--- src/rtl/dsp_defines.svh ---
`ifndef DSP_DEFINES_SVH
`define DSP_DEFINES_SVH

// core and channel counts
`define DSP_NPROC 4
`define DSP_NDAC 4
`define DSP_NACC 4

// one adc or dac sample
`define DSP_SAMPLE_W 16

// dac word carries 16 samples per clock
`define DSP_DAC_W 256
// adc word carries 4 samples per clock
`define DSP_ADC_W 64

// accumulation result, x in the high half, y in the low half
`define DSP_ACC_W 64
// depth of each accumulation buffer is 2**6
`define DSP_ACCADDR_W 6

// shot counter and baseband select code
`define DSP_SHOT_W 32
`define DSP_BBSEL_W 2

`endif
--- src/rtl/dsp_ctrl_pkg.sv ---
`include "dsp_defines.svh"

package dsp_ctrl_pkg;

	// shot loop states
	// gray-like walk along the main path, one bit flips per step
	typedef enum logic [3:0] {
		IDLE     = 4'b0000,
		START    = 4'b0001,
		PROCRUN  = 4'b0011,
		ELEMBUSY = 4'b0010,
		MORESHOT = 4'b0110,
		SHOTADD  = 4'b0111,
		DONE     = 4'b0101
	} seq_state_t;

	// shot number and shot total
	typedef logic [`DSP_SHOT_W-1:0] shot_count_t;

endpackage

--- src/rtl/dsp_sample_pkg.sv ---
`include "dsp_defines.svh"

package dsp_sample_pkg;

	// raw dac word from the drive path
	typedef logic [`DSP_DAC_W-1:0] dac_word_t;

	// adc word, also the shape of an undersampled dac word
	typedef logic [`DSP_ADC_W-1:0] adc_word_t;

	// one accumulated readout result
	typedef logic [`DSP_ACC_W-1:0] acc_data_t;

	// accumulation buffer write address
	typedef logic [`DSP_ACCADDR_W-1:0] acc_addr_t;

	// baseband mux select
	typedef logic [`DSP_BBSEL_W-1:0] bb_sel_t;

endpackage

--- src/rtl/dsp_top.sv ---
`timescale 1ns/1ps
`include "dsp_defines.svh"

module dsp_top (
	input  logic                      dspif,
	input  logic                      reset,
	// experiment control
	input  logic                      stb_start,
	input  dsp_ctrl_pkg::shot_count_t nshot,
	input  logic [`DSP_NPROC-1:0]     proc_done,
	input  logic [`DSP_NPROC-1:0]     proc_idle,
	// converter data and baseband selects
	input  dsp_sample_pkg::adc_word_t adc,
	input  dsp_sample_pkg::dac_word_t dac [0:`DSP_NDAC-1],
	input  dsp_sample_pkg::bb_sel_t   mixbb1_sel,
	input  dsp_sample_pkg::bb_sel_t   mixbb2_sel,
	// readout results from the accumulators
	input  logic [`DSP_NACC-1:0]      acc_valid,
	input  dsp_sample_pkg::acc_data_t acc_data [0:`DSP_NACC-1],
	input  logic                      resetacc,
	output logic [`DSP_NPROC-1:0]     proc_reset,
	output dsp_ctrl_pkg::shot_count_t shot_count,
	output logic                      last_shot_done,
	output logic                      procdone,
	output dsp_sample_pkg::adc_word_t mixbb1,
	output dsp_sample_pkg::adc_word_t mixbb2,
	output logic [`DSP_NACC-1:0]      we_accbuf,
	output dsp_sample_pkg::acc_addr_t addr_accbuf [0:`DSP_NACC-1],
	output dsp_sample_pkg::acc_data_t data_accbuf [0:`DSP_NACC-1],
	output logic [`DSP_NACC-1:0]      meas_bit,
	output logic [`DSP_NACC-1:0]      meas_valid,
	output logic                      stb_start_d
);

	// shot loop and core reset
	shot_sequencer u_seq (
		.dspif          (dspif),
		.reset          (reset),
		.stb_start      (stb_start),
		.nshot          (nshot),
		.proc_done      (proc_done),
		.proc_idle      (proc_idle),
		.proc_reset     (proc_reset),
		.shot_count     (shot_count),
		.last_shot_done (last_shot_done),
		.procdone       (procdone)
	);

	// readout baseband streams
	bb_select u_bb (
		.dspif      (dspif),
		.reset      (reset),
		.adc        (adc),
		.dac        (dac),
		.mixbb1_sel (mixbb1_sel),
		.mixbb2_sel (mixbb2_sel),
		.mixbb1     (mixbb1),
		.mixbb2     (mixbb2)
	);

	// accumulation buffer writes and measurement bits
	acc_buf_writer u_acc (
		.dspif       (dspif),
		.reset       (reset),
		.resetacc    (resetacc),
		.acc_valid   (acc_valid),
		.acc_data    (acc_data),
		.we_accbuf   (we_accbuf),
		.addr_accbuf (addr_accbuf),
		.data_accbuf (data_accbuf),
		.meas_bit    (meas_bit),
		.meas_valid  (meas_valid)
	);

	// start strobe for the external capture buffers
	always_ff @(posedge dspif) begin
		if (reset) begin
			stb_start_d <= 1'b0;
		end else begin
			stb_start_d <= stb_start;
		end
	end

endmodule

--- src/rtl/acc_buf_writer.sv ---
`timescale 1ns/1ps
`include "dsp_defines.svh"

module acc_buf_writer (
	input  logic                      dspif,
	input  logic                      reset,
	input  logic                      resetacc,
	input  logic [`DSP_NACC-1:0]      acc_valid,
	input  dsp_sample_pkg::acc_data_t acc_data [0:`DSP_NACC-1],
	output logic [`DSP_NACC-1:0]      we_accbuf,
	output dsp_sample_pkg::acc_addr_t addr_accbuf [0:`DSP_NACC-1],
	output dsp_sample_pkg::acc_data_t data_accbuf [0:`DSP_NACC-1],
	output logic [`DSP_NACC-1:0]      meas_bit,
	output logic [`DSP_NACC-1:0]      meas_valid
);
	import dsp_sample_pkg::*;

	// pointer clear, registered once and shared by all channels
	logic resetacc_r;

	always_ff @(posedge dspif) begin
		if (reset) begin
			resetacc_r <= 1'b0;
		end else begin
			resetacc_r <= resetacc;
		end
	end

	for (genvar i = 0; i < `DSP_NACC; i++) begin : g_chan
		logic      we_r;
		acc_addr_t addr_r;
		acc_data_t data_r;
		logic      locklast;
		logic      mv_r;
		logic      mb_r;

		// last location reached, stop advancing
		assign locklast = &addr_r;

		always_ff @(posedge dspif) begin
			data_r <= acc_data[i];
			// threshold on the real axis, sign of x
			mb_r <= data_r[`DSP_ACC_W-1];
			if (reset) begin
				we_r <= 1'b0;
				mv_r <= 1'b0;
				addr_r <= '0;
			end else begin
				we_r <= acc_valid[i];
				mv_r <= we_r;
				if (resetacc_r) begin
					addr_r <= '0;
				end else if (we_r && !locklast) begin
					addr_r <= addr_r + 1'b1;
				end
			end
		end

		assign we_accbuf[i] = we_r;
		assign addr_accbuf[i] = addr_r;
		assign data_accbuf[i] = data_r;
		assign meas_valid[i] = mv_r;
		assign meas_bit[i] = mb_r;
	end

endmodule

--- src/rtl/bb_select.sv ---
`timescale 1ns/1ps
`include "dsp_defines.svh"

module bb_select (
	input  logic                      dspif,
	input  logic                      reset,
	input  dsp_sample_pkg::adc_word_t adc,
	input  dsp_sample_pkg::dac_word_t dac [0:`DSP_NDAC-1],
	input  dsp_sample_pkg::bb_sel_t   mixbb1_sel,
	input  dsp_sample_pkg::bb_sel_t   mixbb2_sel,
	output dsp_sample_pkg::adc_word_t mixbb1,
	output dsp_sample_pkg::adc_word_t mixbb2
);
	import dsp_sample_pkg::*;

	localparam int SW = `DSP_SAMPLE_W;
	// samples kept per undersampled word
	localparam int NUS = `DSP_ADC_W / SW;
	// dac sample stride, every fourth sample
	localparam int US_STEP = (`DSP_DAC_W / SW) / NUS;

	adc_word_t adc_r;
	adc_word_t dac_us [0:`DSP_NDAC-1];
	// select codes delayed to match the data stage
	bb_sel_t   sel1_r;
	bb_sel_t   sel2_r;

	// first stage, adc and undersampled dac words
	always_ff @(posedge dspif) begin
		adc_r <= adc;
		for (int i = 0; i < `DSP_NDAC; i++) begin
			for (int j = 0; j < NUS; j++) begin
				dac_us[i][j*SW +: SW] <= dac[i][j*US_STEP*SW +: SW];
			end
		end
	end

	always_ff @(posedge dspif) begin
		if (reset) begin
			sel1_r <= '0;
			sel2_r <= '0;
		end else begin
			sel1_r <= mixbb1_sel;
			sel2_r <= mixbb2_sel;
		end
	end

	// second stage, baseband muxes
	// code 3 keeps the last selection
	always_ff @(posedge dspif) begin
		if (reset) begin
			mixbb1 <= '0;
			mixbb2 <= '0;
		end else begin
			case (sel1_r)
				2'd0: mixbb1 <= adc_r;
				2'd1: mixbb1 <= dac_us[0];
				2'd2: mixbb1 <= dac_us[1];
				default: mixbb1 <= mixbb1;
			endcase
			// second stream looks at the upper dac pair
			case (sel2_r)
				2'd0: mixbb2 <= adc_r;
				2'd1: mixbb2 <= dac_us[2];
				2'd2: mixbb2 <= dac_us[3];
				default: mixbb2 <= mixbb2;
			endcase
		end
	end

endmodule

--- src/rtl/shot_sequencer.sv ---
`timescale 1ns/1ps
`include "dsp_defines.svh"

module shot_sequencer (
	input  logic                      dspif,
	input  logic                      reset,
	input  logic                      stb_start,
	input  dsp_ctrl_pkg::shot_count_t nshot,
	input  logic [`DSP_NPROC-1:0]     proc_done,
	input  logic [`DSP_NPROC-1:0]     proc_idle,
	output logic [`DSP_NPROC-1:0]     proc_reset,
	output dsp_ctrl_pkg::shot_count_t shot_count,
	output logic                      last_shot_done,
	output logic                      procdone
);
	import dsp_ctrl_pkg::*;

	seq_state_t  state;
	seq_state_t  nextstate;

	// shot total, frozen for the whole experiment
	shot_count_t nshot_r;
	// running shot index and its increment
	shot_count_t shotcnt;
	shot_count_t nextshotcnt;
	// repeat decision, one cycle behind nextshotcnt
	logic        shotadd;

	// registered core reductions
	logic        procdone_r;
	logic        nobusy_r;

	// shared core reset before fan-out
	logic        core_reset;
	// high for the START cycle only
	logic        procstart;

	always_ff @(posedge dspif) begin
		if (reset) begin
			state <= IDLE;
		end else begin
			state <= nextstate;
		end
	end

	always_comb begin
		nextstate = IDLE;
		case (state)
			IDLE: begin
				nextstate = stb_start ? START : IDLE;
			end
			START: begin
				nextstate = PROCRUN;
			end
			PROCRUN: begin
				// wait for every core to report done
				nextstate = procdone_r ? ELEMBUSY : PROCRUN;
			end
			ELEMBUSY: begin
				// element outputs still draining
				nextstate = nobusy_r ? MORESHOT : ELEMBUSY;
			end
			MORESHOT: begin
				nextstate = shotadd ? SHOTADD : DONE;
			end
			SHOTADD: begin
				nextstate = START;
			end
			DONE: begin
				nextstate = IDLE;
			end
			default: begin
				nextstate = IDLE;
			end
		endcase
	end

	// nshot only sampled while waiting for a start
	always_ff @(posedge dspif) begin
		if (reset) begin
			nshot_r <= '0;
		end else if (state == IDLE) begin
			nshot_r <= nshot;
		end
	end

	// reductions and count compare, precomputed ahead of MORESHOT
	always_ff @(posedge dspif) begin
		if (reset) begin
			procdone_r <= 1'b0;
			nobusy_r <= 1'b0;
			nextshotcnt <= '0;
			shotadd <= 1'b0;
		end else begin
			procdone_r <= &proc_done;
			nobusy_r <= &proc_idle;
			nextshotcnt <= shotcnt + 1'b1;
			// nshot of zero repeats forever
			shotadd <= (nextshotcnt != nshot_r) || (nshot_r == '0);
		end
	end

	// outputs decoded from nextstate, so they line up with state
	always_ff @(posedge dspif) begin
		if (reset) begin
			core_reset <= 1'b1;
			procstart <= 1'b0;
			last_shot_done <= 1'b0;
			shotcnt <= '0;
			shot_count <= '0;
		end else begin
			// cores run only in START and PROCRUN
			core_reset <= !((nextstate == START) || (nextstate == PROCRUN));
			procstart <= (nextstate == START);
			last_shot_done <= (nextstate == DONE);
			if ((nextstate == IDLE) || (nextstate == DONE)) begin
				shotcnt <= '0;
			end else if (nextstate == SHOTADD) begin
				shotcnt <= nextshotcnt;
				// report the shot just finished
				shot_count <= shotcnt;
			end
		end
	end

	// one extra stage before the per-core reset
	always_ff @(posedge dspif) begin
		if (reset) begin
			proc_reset <= '1;
		end else begin
			proc_reset <= {`DSP_NPROC{core_reset}};
		end
	end

	// sticky done flag, cleared when the next shot starts
	always_ff @(posedge dspif) begin
		if (reset) begin
			procdone <= 1'b0;
		end else if (procdone_r) begin
			procdone <= 1'b1;
		end else if (procstart) begin
			procdone <= 1'b0;
		end
	end

endmodule

--- config.mk ---
export PLATFORM = sky130hd
export DESIGN_NAME = dsp_top
export DESIGN_NICKNAME = d
export VERILOG_FILES = /design/src/rtl/dsp_ctrl_pkg.sv /design/src/rtl/dsp_sample_pkg.sv /design/src/rtl/dsp_top.sv /design/src/rtl/acc_buf_writer.sv /design/src/rtl/bb_select.sv /design/src/rtl/shot_sequencer.sv
export VERILOG_INCLUDE_DIRS = /design/src /design/src/rtl
export SDC_FILE = /design/constraint.sdc
export NUM_CORES = 1
export LEC_CHECK = 0
export ABC_AREA = 1
export BUFFER_PORTS_ARGS = -buffer_cell sky130_fd_sc_hd__buf_2
export CAP_MARGIN = 20
export CORE_AREA = 5 5 710 712
export DETAILED_ROUTE_END_ITERATION = 8
export DIE_AREA = 0 0 715 717
export HOLD_SLACK_MARGIN = 0.1
export PLACE_DENSITY = 0.3
export SLEW_MARGIN = 20
export SYNTH_ARGS = -nofsm -noshare
export SYNTH_HDL_FRONTEND = slang
export SYNTH_SLANG_ARGS = --single-unit
--- constraint.sdc ---
create_clock -name dspif -period 4.6 [get_ports dspif]
set_input_delay 0.69 -clock dspif [delete_from_list [all_inputs] [get_ports dspif]]
set_output_delay 0.69 -clock dspif [all_outputs]
set_load 0.02 [all_outputs]
==> flow_summary.yaml, run 1 <==
worst_setup_path:
  cp.required_ps: 5220
  critical-path-max-stage-delay_ps: 790
  critical_path_class: "reg -> reg"
  cp_cell_sequence: "inv_1 -> ha_4 -> inv_6 -> o21ai_0 -> a21oi_1"
  max_stage_delay_cell_worst_path: "o21ai_0"
  critPathArrivalTime_ps: 3320
  cp-end-kind: "register"
  cp-start-kind: "register"
  critical_path_peak_fanout: 43
  regToRegSetupSlack_ps: 1900
floorplan:
  io_pins: 1855
  placement_rows: 259
  die_h_um: 717
  initial_utilization_pct: 5.22
  fp.dieW_um: 715
  core_region_area_um2: 496000
  die_area_um2: 513000
clock_tree:
  cts_tree: "built"
  clk-insertion-delay-late_ps: 830
  cts_root_buf: "clkbuf_16"
  number_of_h_tree_levels: 4
  clock_sink_count: 885
  cts_buffer_depth: 4
  post_cts.resized_instances: 0
  cts_inserted_buffers: 134
  clk_pin_slew_ps: 60
layout:
  final_layout_size_suffix_gt1_share_pct: 31.3
  post_route_cell_area_um2: 50300
  filler_cell_count_in_the_final_layout: 57800
  syn_to_final_growth_pct: 94.1
  final_stage_net_count: 5707
detailed_routing:
  drcViolationCount: 0
  detailedRoute.firstIterationViolations: 1177
  mean_number_of_vias_per_cell: 2.28
  drt.antenna.violating_nets: 0
  drt_first_pass_iters: 5
  wirelength_um: 237000
  routedWlPerCell_um: 21.3
  detailroute.via_count: 25400
timing:
  period_share_pct: 58.7
  timing.slew.headroom_pct: 31.3
  post-route-min-period_ps: 2700
  fin_setup_tns_ps: 0
  finClkSkew_ps: 79.3
  finalSetupViolations: 0
  final.hold.worst_slack_ps: 198
  finalHoldViolCount: 0
  final_max_slew_viol_count: 0
  max_clock_freq_ghz: 0.370
  worst_slew_pin_slew_ps: 1030
  rsz0062_at_grt: "no"
power_and_ir_drop:
  clock_power_share_pct: 50.8
  pwr-share-seq_pct: 37.5
  switching_share_pct: 28.5
  ir_worst_vdd_v: 0.000268
  static_leakage_uw: 0.0194
  internal_power_uw: 15900
  switching_power_uw: 6340
  cellPowerDensity_nw_per_um2: 442
  comb_power_share_pct: 11.7
placed_design:
  placedInstanceArea_um2: 39400
  gpl.final_weighted_congestion: 0.934
  post-dp-hpwl_um: 199000
  io_buffers: 1086
global_route:
  grt_util_all_layers_pct: 8.90
  grt_remaining_overflow: 0
  first_pass_grt_wire_length_um: 294000
  maximum_number_of_pins_on_one_net_before_global_route_repair: 98
  grt_antenna_before_repair: 145
  first_global_vias: 27500
yosys:
  yosys_warnings: 0
  post_synth_inst_count: 2594
  synth.largest_area_cell: "dfxtp_1"
  ys_async_sr_fraction_pct: 0
  ys_types: 36
  synth-seq-cells: 885
  postSynthAreaPerCell_um2: 10.0
  synth-seq-area-share_pct: 68.3
  synth-edff-count: 0
  synth_nets: 4001
  top_ff_cell_synth: "dfxtp_1"
  netlist.area_leader.share_pct: 68.3
  synth_top_cells_by_area: "dfxtp_1, nand2_1, a21oi_1"
  mappedNetlistArea_um2: 25900
worst_hold_path:
  timing.hold.worst.class: "in -> reg"
status:
  status: "finished clean"
job:
  max_cap_violations: 0
[metrics by stage]
step | util, % | total power [uW] | setup slack [ps] | cells
final | 10.1 | 22300 | 1900 | 11100
after global placement | 7.94 | 10800 | 1440 | 10200
after detailed placement | 7.94 | 10800 | 1650 | 10200
after floorplan | - | 9190 | 2960 | 2594
after global routing | 10.1 | 23400 | 1610 | 11100
after CTS | 10.1 | 23100 | 1660 | 11000
[worst paths after layout]
check	startpoint	to	cells past startpoint
max	u_bb.sel2_r[0]$_SDFF_PP0_	u_bb.mixbb2[11]$_SDFFE_PP0P_	5
min reg2reg	u_acc.g_chan[0].data_r[63]$_DFF_P_	u_acc.g_chan[0].mb_r$_DFF_P_	0
max reg2reg	u_bb.sel2_r[0]$_SDFF_PP0_	u_bb.mixbb2[11]$_SDFFE_PP0P_	5
min	stb_start	stb_start_d$_SDFF_PP0_	3
[cells in the mapped netlist (4+ instances only)]
master / count
nor3_1: 16
nand3_1: 60
nor2_1: 176
ha_1: 11
inv_2: 13
o2bb2ai_1: 6
a22o_1: 91
nand2_1: 386
a21oi_1: 263
o21ai_1: 72
dfxtp_1: 885
xor2_1: 15
a31oi_1: 29
buf_4: 17
o21ai_0: 205
nand3b_1: 4
buf_1: 17
mux2_2: 6
nand4_1: 9
buf_2: 16
inv_1: 171
clkbuf_1: 96
clkinv_1: 6
[cell usage in the layout, fill, tap and decap left out, types with 3 or more instances in the layout]
master	count
nand2_1	386
o21ai_0	204
dfxtp_1	885
buf_12	4
nand4_1	9
a31oi_1	29
nor2_2	3
ha_4	5
a21oi_1	263
nor3_2	3
clkinv_8	4
inv_2	11
clkbuf_1	12
ha_1	5
nand3_1	59
a22o_1	91
mux2_4	3
clkbuf_16	134
clkinvlp_4	8
and3_1	3
buf_4	24
xor2_1	15
inv_6	11
o2bb2ai_1	6
inv_1	168
clkinv_2	12
nand3b_1	4
diode_2	68
clkbuf_8	22
nor2_1	175
mux2_2	6
clkinv_1	6
bufinv_16	21
buf_2	1086
nor3_1	16
o21ai_1	73
dlygate4sd3_1	604
clkinv_4	6
[power groups by stage]
stage	logic, uW	clock network (uW)	registers (uW)
finish	2600	11300	8360
global placement	2250	0	8550
CTS	2760	12000	8380
floorplan	517	0	8680
global route	2840	12200	8410
detailed placement	2230	0	8550
[area by class of cell]
class | instances | area, um^2 | share of cell area (%)
Tap cell | 6655 | 8330 | 16.5
Clock inverter | 62 | 997 | 1.98
Timing Repair Buffer | 1718 | 11700 | 23.3
Antenna cell | 68 | 170 | 0.338
Clock buffer | 168 | 3700 | 7.35
Sequential cell | 885 | 17700 | 35.2
Multi-Input combinational cell | 1371 | 6940 | 13.8
Inverter | 190 | 736 | 1.46
[metal layers]
layer / wire (um) / share of wire [%] / up-vias / global-route usage (%)
met3: 24000 / 10 / 415 / 3.90
met4: 10900 / 4.6 / 54 / 3.52
met2: 112000 / 47 / 1194 / 15.1
met1: 90100 / 38 / 11600 / 9.71
li1: - / - / 12100 / -
met5: 321 / 0.14 / - / 0
[kinds of logic after synthesis]
group	synth area share (%)
multiplexers	0.434
AO/OA/AOI/OAI	14.6
buffers and inverters	5.27
AND/OR/NAND/NOR	10.3
XOR/XNOR	0.540
adder cells (fa/ha/maj)	0.531
flip-flops	68.3
[flip-flops by register name, summed over array words and instances (netlist names), 2 cells and up]
| register | flops |
|---|---|
| u_seq.shotcnt | 32 |
| u_bb.sel2_r | 2 |
| u_bb.mixbb2 | 64 |
| u_seq.shot_count | 32 |
| u_seq.state | 3 |
| u_bb.adc_r | 64 |
| u_seq.nshot_r | 32 |
| u_seq.nextshotcnt | 32 |
| u_bb.sel1_r | 2 |
| u_acc.g_chan.we_r | 4 |
| u_acc.g_chan.data_r | 256 |
| u_bb.mixbb1 | 64 |
| u_acc.g_chan.addr_r | 24 |
| u_acc.g_chan.mb_r | 4 |
| u_acc.g_chan.mv_r | 4 |
| u_bb.dac_us | 256 |
[worst max-delay path: cells and delay by family (launching register included)]
family                   cells  cell delay [ps]
buffers and inverters        2              410
AO/OA/AOI/OAI                2              910
adder cells (fa/ha/maj)      1              650
flip-flops                   1              450
[what timing repair did]
action,in CTS,in global routing
hold buffers,604,0
buffers inserted,0,0
hold endpoints to repair,605,0
(Power assumes the default switching activity.)
==> run 2: changes to the inputs <==
--- a/config.mk
+++ b/config.mk
@@ -9,9 +9,9 @@
 export ABC_AREA = 1
 export BUFFER_PORTS_ARGS = -buffer_cell sky130_fd_sc_hd__buf_2
 export CAP_MARGIN = 20
-export CORE_AREA = 5 5 710 712
+export CORE_AREA = 5 5 723 725
 export DETAILED_ROUTE_END_ITERATION = 8
-export DIE_AREA = 0 0 715 717
+export DIE_AREA = 0 0 728 730
 export HOLD_SLACK_MARGIN = 0.1
 export PLACE_DENSITY = 0.3
 export SLEW_MARGIN = 20
==> constraint.sdc (replaced) <==
create_clock -name dspif -period 2.75 [get_ports dspif]
set_input_delay 0.4125 -clock dspif [delete_from_list [all_inputs] [get_ports dspif]]
set_output_delay 0.4125 -clock dspif [all_outputs]
set_load 0.02 [all_outputs]
==> run 2 against run 1 <==
Effect of this change: maximum frequency is 20% higher; die area is 3.7% higher; critical path depth is 1 higher; largest cell class unchanged; clock skew is 9.5 ps lower; design area is 5.1% higher; worst setup slack worse by 1400 ps; first-iteration DRC count is 8.3% lower.
==> flow_summary.yaml, run 2 (synthesized netlist as in run 1, its figures left out) <==
worst_setup_path:
  cp.required_ps: 3470
  critPathArrivalTime_ps: 2970
  cp-start-kind: "register"
  critical_path_peak_fanout: 45
  critical_path_class: "reg -> reg"
  cp-end-kind: "register"
clock_tree:
  post_cts.resized_instances: 0
  clk-insertion-delay-late_ps: 850
  cts_buffer_depth: 4
  cts_root_buf: "clkbuf_16"
  cts_inserted_buffers: 138
  number_of_h_tree_levels: 4
  clock_sink_count: 885
  clk_pin_slew_ps: 60
  cts_tree: "built"
detailed_routing:
  drt_first_pass_iters: 5
  routedWlPerCell_um: 21.8
  detailroute.via_count: 26500
  drt.antenna.violating_nets: 0
  mean_number_of_vias_per_cell: 2.30
  detailedRoute.firstIterationViolations: 1079
  wirelength_um: 251000
  drcViolationCount: 0
layout:
  filler_cell_count_in_the_final_layout: 59700
  final_stage_net_count: 5959
  commonest_non_fill_non_tap_cell_in_the_layout: "buf_2"
  sequential_cell_area_um2: 17700
  most_used_cells_in_the_layout_excluding_fill_and_tap_cells: "buf_2, dfxtp_1, dlygate4sd3_1"
  final_layout_size_suffix_gt1_share_pct: 30.8
  syn_to_final_growth_pct: 104
  multi_input_area_um2: 6940
  biggestRegsByFlops: "u_acc.g_chan.data_r: 256 flops, u_bb.dac_us: 256 flops"
timing:
  max_clock_freq_ghz: 0.444
  finClkSkew_ps: 69.8
  finalHoldViolCount: 0
  finalSetupViolations: 0
  timing.slew.headroom_pct: 49.2
  worst_slew_pin_slew_ps: 762
  final.hold.worst_slack_ps: 217
  layout_setup_ws_ps: 498
  final_max_slew_viol_count: 0
  fin_setup_tns_ps: 0
  post-route-min-period_ps: 2250
  period_share_pct: 81.9
  rsz0062_at_grt: "no"
power_and_ir_drop:
  static_leakage_uw: 0.0205
  cellPowerDensity_nw_per_um2: 709
  ir_worst_vdd_v: 0.000454
  totalPowerFinal_uw: 37500
global_route:
  maximum_number_of_pins_on_one_net_before_global_route_repair: 83
  grt_remaining_overflow: 0
  first_pass_grt_wire_length_um: 310000
  grt_util_all_layers_pct: 9.11
  first_global_vias: 28600
  grt_antenna_before_repair: 157
floorplan:
  core_region_area_um2: 515000
  placement_rows: 264
  die_area_um2: 531000
  die_h_um: 730
  io_pins: 1855
  initial_utilization_pct: 5.03
  fp.dieW_um: 728
placed_design:
  io_buffers: 1086
  worst_setup_timing_slack_at_the_placement_stage_ps: 320
  post-dp-hpwl_um: 213000
  gpl.final_weighted_congestion: 0.948
status:
  status: "finished clean"
job:
  max_cap_violations: 0
worst_hold_path:
  timing.hold.worst.class: "in -> reg"
==> run 2: cell types whose count changed in the layout (fill, tap and decap cells not counted), sizes merged <==
cell / before / now
diode: 68 / 73
clkinv: 29 / 32
buf: 1114 / 1176
bufinv: 21 / 12
clkinvlp: 8 / 6
inv: 194 / 196
dlygate4sd3: 604 / 790
clkbuf: 168 / 188
==> run 2: power breakdown <==
group	switching, uW	leakage [uW]	internal, uW
clock network	7620	0.00228	11200
logic	2900	0.0108	1790
registers	462	0.00740	13500
==> run 2: path summary, 6_finish.rpt <==
check / cells after the start / endpoint / start / slack [ps]
min: 2 / u_bb.dac_us[1][59]$_DFF_P_ / dac[715] / 220
max reg2reg: 6 / u_bb.mixbb1[11]$_SDFFE_PP0P_ / u_bb.sel1_r[0]$_SDFF_PP0_ / 500
max: 6 / u_bb.mixbb1[11]$_SDFFE_PP0P_ / u_bb.sel1_r[0]$_SDFF_PP0_ / 500
min reg2reg: 0 / u_acc.g_chan[2].mb_r$_DFF_P_ / u_acc.g_chan[2].data_r[63]$_DFF_P_ / 350
==> run 2: per-layer routing <==
| metal | vias to the layer above | GRT usage [%] | wire, um |
|---|---|---|---|
| li1 | 12600 | - | - |
| met1 | 12100 | 8.94 | 86400 |
| met2 | 1234 | 15.6 | 119000 |
| met3 | 484 | 5.13 | 31600 |
| met4 | 60 | 4.10 | 13700 |
| met5 | - | 0 | 368 |
==> run 2: through the flow <==
| step | instances | utilization (%) | area (um^2) |
|---|---|---|---|
| 2_1_floorplan | 2594 | - | 25900 |
| 6_report | 11500 | 10.3 | 52900 |
| 4_1_cts | 11400 | 10.2 | 52700 |
| 3_3_place_gp | 10400 | 7.78 | 40100 |
| 3_5_place_dp | 10400 | 7.78 | 40100 |
| 5_1_grt | 11500 | 10.2 | 52800 |
==> run 2: cell type report <==
cell class              instances  area share, %
flip-flops and latches        885           33.5
clock inverters                56           1.56
multi-input cells            1371           13.1
clock buffers                 188           7.34
inverters                     190           1.39
diodes                         73          0.345
well taps                    6783           16.0
repair buffers               1966           26.7
==> run 2: worst max-delay path: stages, from the launching register on <==
cell and delay, ps:
dfxtp_1 450, inv_1 120, ha_4 280, inv_4 400, buf_4 460, nand2_1 230
a31oi_1 160
==> run 2: repair_timing <==
item,4_1_cts,5_1_grt
hold endpoints to repair,635,0
hold buffers,790,0
setup buffers,0,0
==> run 3: changes to the inputs <==
--- a/config.mk
+++ b/config.mk
@@ -6,12 +6,12 @@
 export SDC_FILE = /design/constraint.sdc
 export NUM_CORES = 1
 export LEC_CHECK = 0
-export ABC_AREA = 1
+export ABC_AREA = 0
 export BUFFER_PORTS_ARGS = -buffer_cell sky130_fd_sc_hd__buf_2
 export CAP_MARGIN = 20
-export CORE_AREA = 5 5 723 725
+export CORE_AREA = 5 5 717 719
 export DETAILED_ROUTE_END_ITERATION = 8
-export DIE_AREA = 0 0 728 730
+export DIE_AREA = 0 0 722 724
 export HOLD_SLACK_MARGIN = 0.1
 export PLACE_DENSITY = 0.3
 export SLEW_MARGIN = 20
==> constraint.sdc (replaced) <==
create_clock -name dspif -period 2.1 [get_ports dspif]
set_input_delay 0.315 -clock dspif [delete_from_list [all_inputs] [get_ports dspif]]
set_output_delay 0.315 -clock dspif [all_outputs]
set_load 0.02 [all_outputs]
==> run 3 against run 2 <==
Effect of this change: clock power rose by 27%; clock-buffer cell count down 2; core utilization grew 1.0 points; global-route usage grew 0.69 points; critical endpoint is now u_bb.mixbb1[25]$_SDFFE_PP0P_; highest routed layer unchanged; largest power group unchanged; first-iteration DRC count increased by 4.6%.
==> flow_summary.yaml, run 3 <==
detailed_routing:
  wirelength_um: 267000
  drt.antenna.violating_nets: 0
  drcViolationCount: 0
  drt_first_pass_iters: 5
  detailedRoute.firstIterationViolations: 1129
  detailroute.via_count: 27200
  routedWlPerCell_um: 23.0
  mean_number_of_vias_per_cell: 2.35
floorplan:
  die_area_um2: 523000
  die_h_um: 724
  fp.dieW_um: 722
  initial_utilization_pct: 5.03
  placement_rows: 262
  core_region_area_um2: 507000
  io_pins: 1855
worst_setup_path:
  cp_cell_sequence: "buf_6 -> ha_4 -> buf_12 -> buf_12 -> a221oi_4 -> buf_6 -> nor3_4 -> a21oi_2 -> nor2_1"
  cp-start-kind: "register"
  max_stage_delay_cell_worst_path: "a221oi_4"
  cp-end-kind: "register"
  worstSetupPathDepth: 9
  timing.critical_path.max_delay_family: "buffers and inverters"
  startpoint: "u_bb.sel1_r[0]$_SDFF_PP0_"
  regToRegSetupSlack_ps: 50
  critical_path_peak_fanout: 6
  critical_path.endpoint: "u_bb.mixbb1[25]$_SDFFE_PP0P_"
  r2r_cells: 9
  critPathArrivalTime_ps: 2790
  critical_path.reg2reg.startpoint: "u_bb.sel1_r[0]$_SDFF_PP0_"
  critical_path.n_buffers_inverters: 4
  critical_path_class: "reg -> reg"
  worst_r2r_endpoint: "u_bb.mixbb1[25]$_SDFFE_PP0P_"
  cp.required_ps: 2830
  critical-path-max-stage-delay_ps: 420
yosys:
  yosys_warnings: 0
  netlist.area_leader.share_pct: 69.5
  synth-seq-area-share_pct: 69.5
  mappedNetlistArea_um2: 25500
  synth.largest_area_cell: "dfxtp_1"
  post-synth-top-count-cell: "dfxtp_1"
  ys_async_sr_fraction_pct: 0
  top_ff_cell_synth: "dfxtp_1"
  synth-seq-cells: 885
  synth_top_cells_by_area: "dfxtp_1, a21oi_1, a221oi_1"
  ys_types: 43
  synth_nets: 3714
  post_synth_inst_count: 2307
  synth_top_cells_by_count: "dfxtp_1, a21oi_1, nand2_1, nor2_1, nor2b_1"
  synth-edff-count: 0
  postSynthAreaPerCell_um2: 11.0
timing:
  post-route-min-period_ps: 2050
  finalHoldViolCount: 0
  timing.slew.headroom_pct: 59.1
  final_max_slew_viol_count: 0
  finalSetupViolations: 0
  worst_slew_pin_slew_ps: 612
  finClkSkew_ps: 79.1
  rsz0062_at_grt: "yes"
  max_clock_freq_ghz: 0.487
  layout_setup_ws_ps: 47.8
  period_share_pct: 97.7
global_route:
  grt_util_all_layers_pct: 9.80
  first_global_vias: 29200
  grt_remaining_overflow: 0
  maximum_number_of_pins_on_one_net_before_global_route_repair: 65
  first_pass_grt_wire_length_um: 326000
  grt_antenna_before_repair: 195
status:
  status: "finished clean"
clock_tree:
  cts_root_buf: "clkbuf_16"
  cts_buffer_depth: 4
  cts_tree: "built"
  clock_sink_count: 885
  clk-insertion-delay-late_ps: 850
  number_of_h_tree_levels: 4
  clk_pin_slew_ps: 60
  cts_inserted_buffers: 136
job:
  max_cap_violations: 0
layout:
  final_layout_size_suffix_gt1_share_pct: 33.6
  post_route_cell_area_um2: 57300
  syn_to_final_growth_pct: 125
  biggestRegsByFlops: "u_acc.g_chan.data_r: 256 flops, u_bb.dac_us: 256 flops"
  final_stage_net_count: 6072
  commonest_non_fill_non_tap_cell_in_the_layout: "dlygate4sd3_1"
  most_used_cells_in_the_layout_excluding_fill_and_tap_cells: "dlygate4sd3_1, buf_2, dfxtp_1"
placed_design:
  io_buffers: 1086
  gpl.final_weighted_congestion: 0.878
  placedInstanceArea_um2: 40700
  worst_setup_timing_slack_at_the_placement_stage_ps: -655
  post-dp-hpwl_um: 228000
power_and_ir_drop:
  ir_worst_vdd_v: 0.000555
  static_leakage_uw: 0.0222
  cellPowerDensity_nw_per_um2: 868
worst_hold_path:
  timing.hold.worst.class: "in -> reg"
==> run 3: area by class of cell <==
class | instances | area (um^2)
antenna | 91 | 228
fill | 58200 | 450000
clock inverter | 56 | 672
inverter | 10 | 37.5
timing repair buffer | 2382 | 18700
clock buffer | 186 | 3860
tap | 6732 | 8420
sequential | 885 | 17700
multi-input combinational | 1250 | 7620
==> run 3: what timing repair did <==
action,in CTS,in global routing
endpoints found under the hold margin,810,0
pin swaps,5,7
hold buffers,1091,0
resized for setup,64,42
buffers inserted,7,16
cloned,0,5
endpoints found under the setup margin,54,57
==> run 3: cells by family after synthesis <==
logic type | Yosys count | share of synthesized area, %
buffers and inverters | 172 | 2.87
adders and majority gates | 11 | 0.540
and+or+nand+nor | 758 | 14.4
muxes | 5 | 0.201
AOI/OAI and AO/OA | 414 | 10.3
xor gates and xnor gates | 62 | 2.13
DFF | 885 | 69.5
==> run 3: through the flow <==
stage	hold slack [ps]	util, %	total power, uW	instances	setup TNS [ps]
after floorplan	343	-	20300	2307	0
after global placement	350	8.02	24600	10100	-9460
after detailed placement	346	8.02	24600	10100	-7720
after CTS	103	11.2	51500	11500	-3.28
after global routing	135	11.3	52400	11600	-27.7
final	185	11.3	49700	11600	0
==> run 3: worst min-delay path by stage <==
stage	startpoint	endpoint	slack (ps)	cells past startpoint
2_1_floorplan	acc_data[192]	u_acc.g_chan[0].data_r[0]$_DFF_P_	340	0
3_3_place_gp	u_acc.g_chan[1].data_r[63]$_DFF_P_	u_acc.g_chan[1].mb_r$_DFF_P_	350	0
3_5_place_dp	u_acc.g_chan[0].data_r[63]$_DFF_P_	u_acc.g_chan[0].mb_r$_DFF_P_	350	0
4_1_cts	adc[14]	u_bb.adc_r[14]$_DFF_P_	100	2
5_1_grt	dac[335]	u_bb.dac_us[2][31]$_DFF_P_	130	2
6_report	adc[14]	u_bb.adc_r[14]$_DFF_P_	180	2
==> run 3: metal layers <==
layer	share of wire [%]	vias up	routed length (um)	GRT usage, %
met5	0.27	-	722	0
met4	3.2	110	8600	2.78
met3	14	448	38200	6.58
met2	47	1214	125000	16.5
met1	35	12600	94300	9.79
li1	-	12800	-	-
==> run 3: report_power, final <==
group / internal (uW) / leakage [uW] / switching [uW] / total (uW)
clock: 14000 / 0.00222 / 9770 / 23800
combinational: 3290 / 0.0126 / 4300 / 7590
sequential: 17700 / 0.00740 / 630 / 18400
total: 35000 / 0.0222 / 14700 / 49700
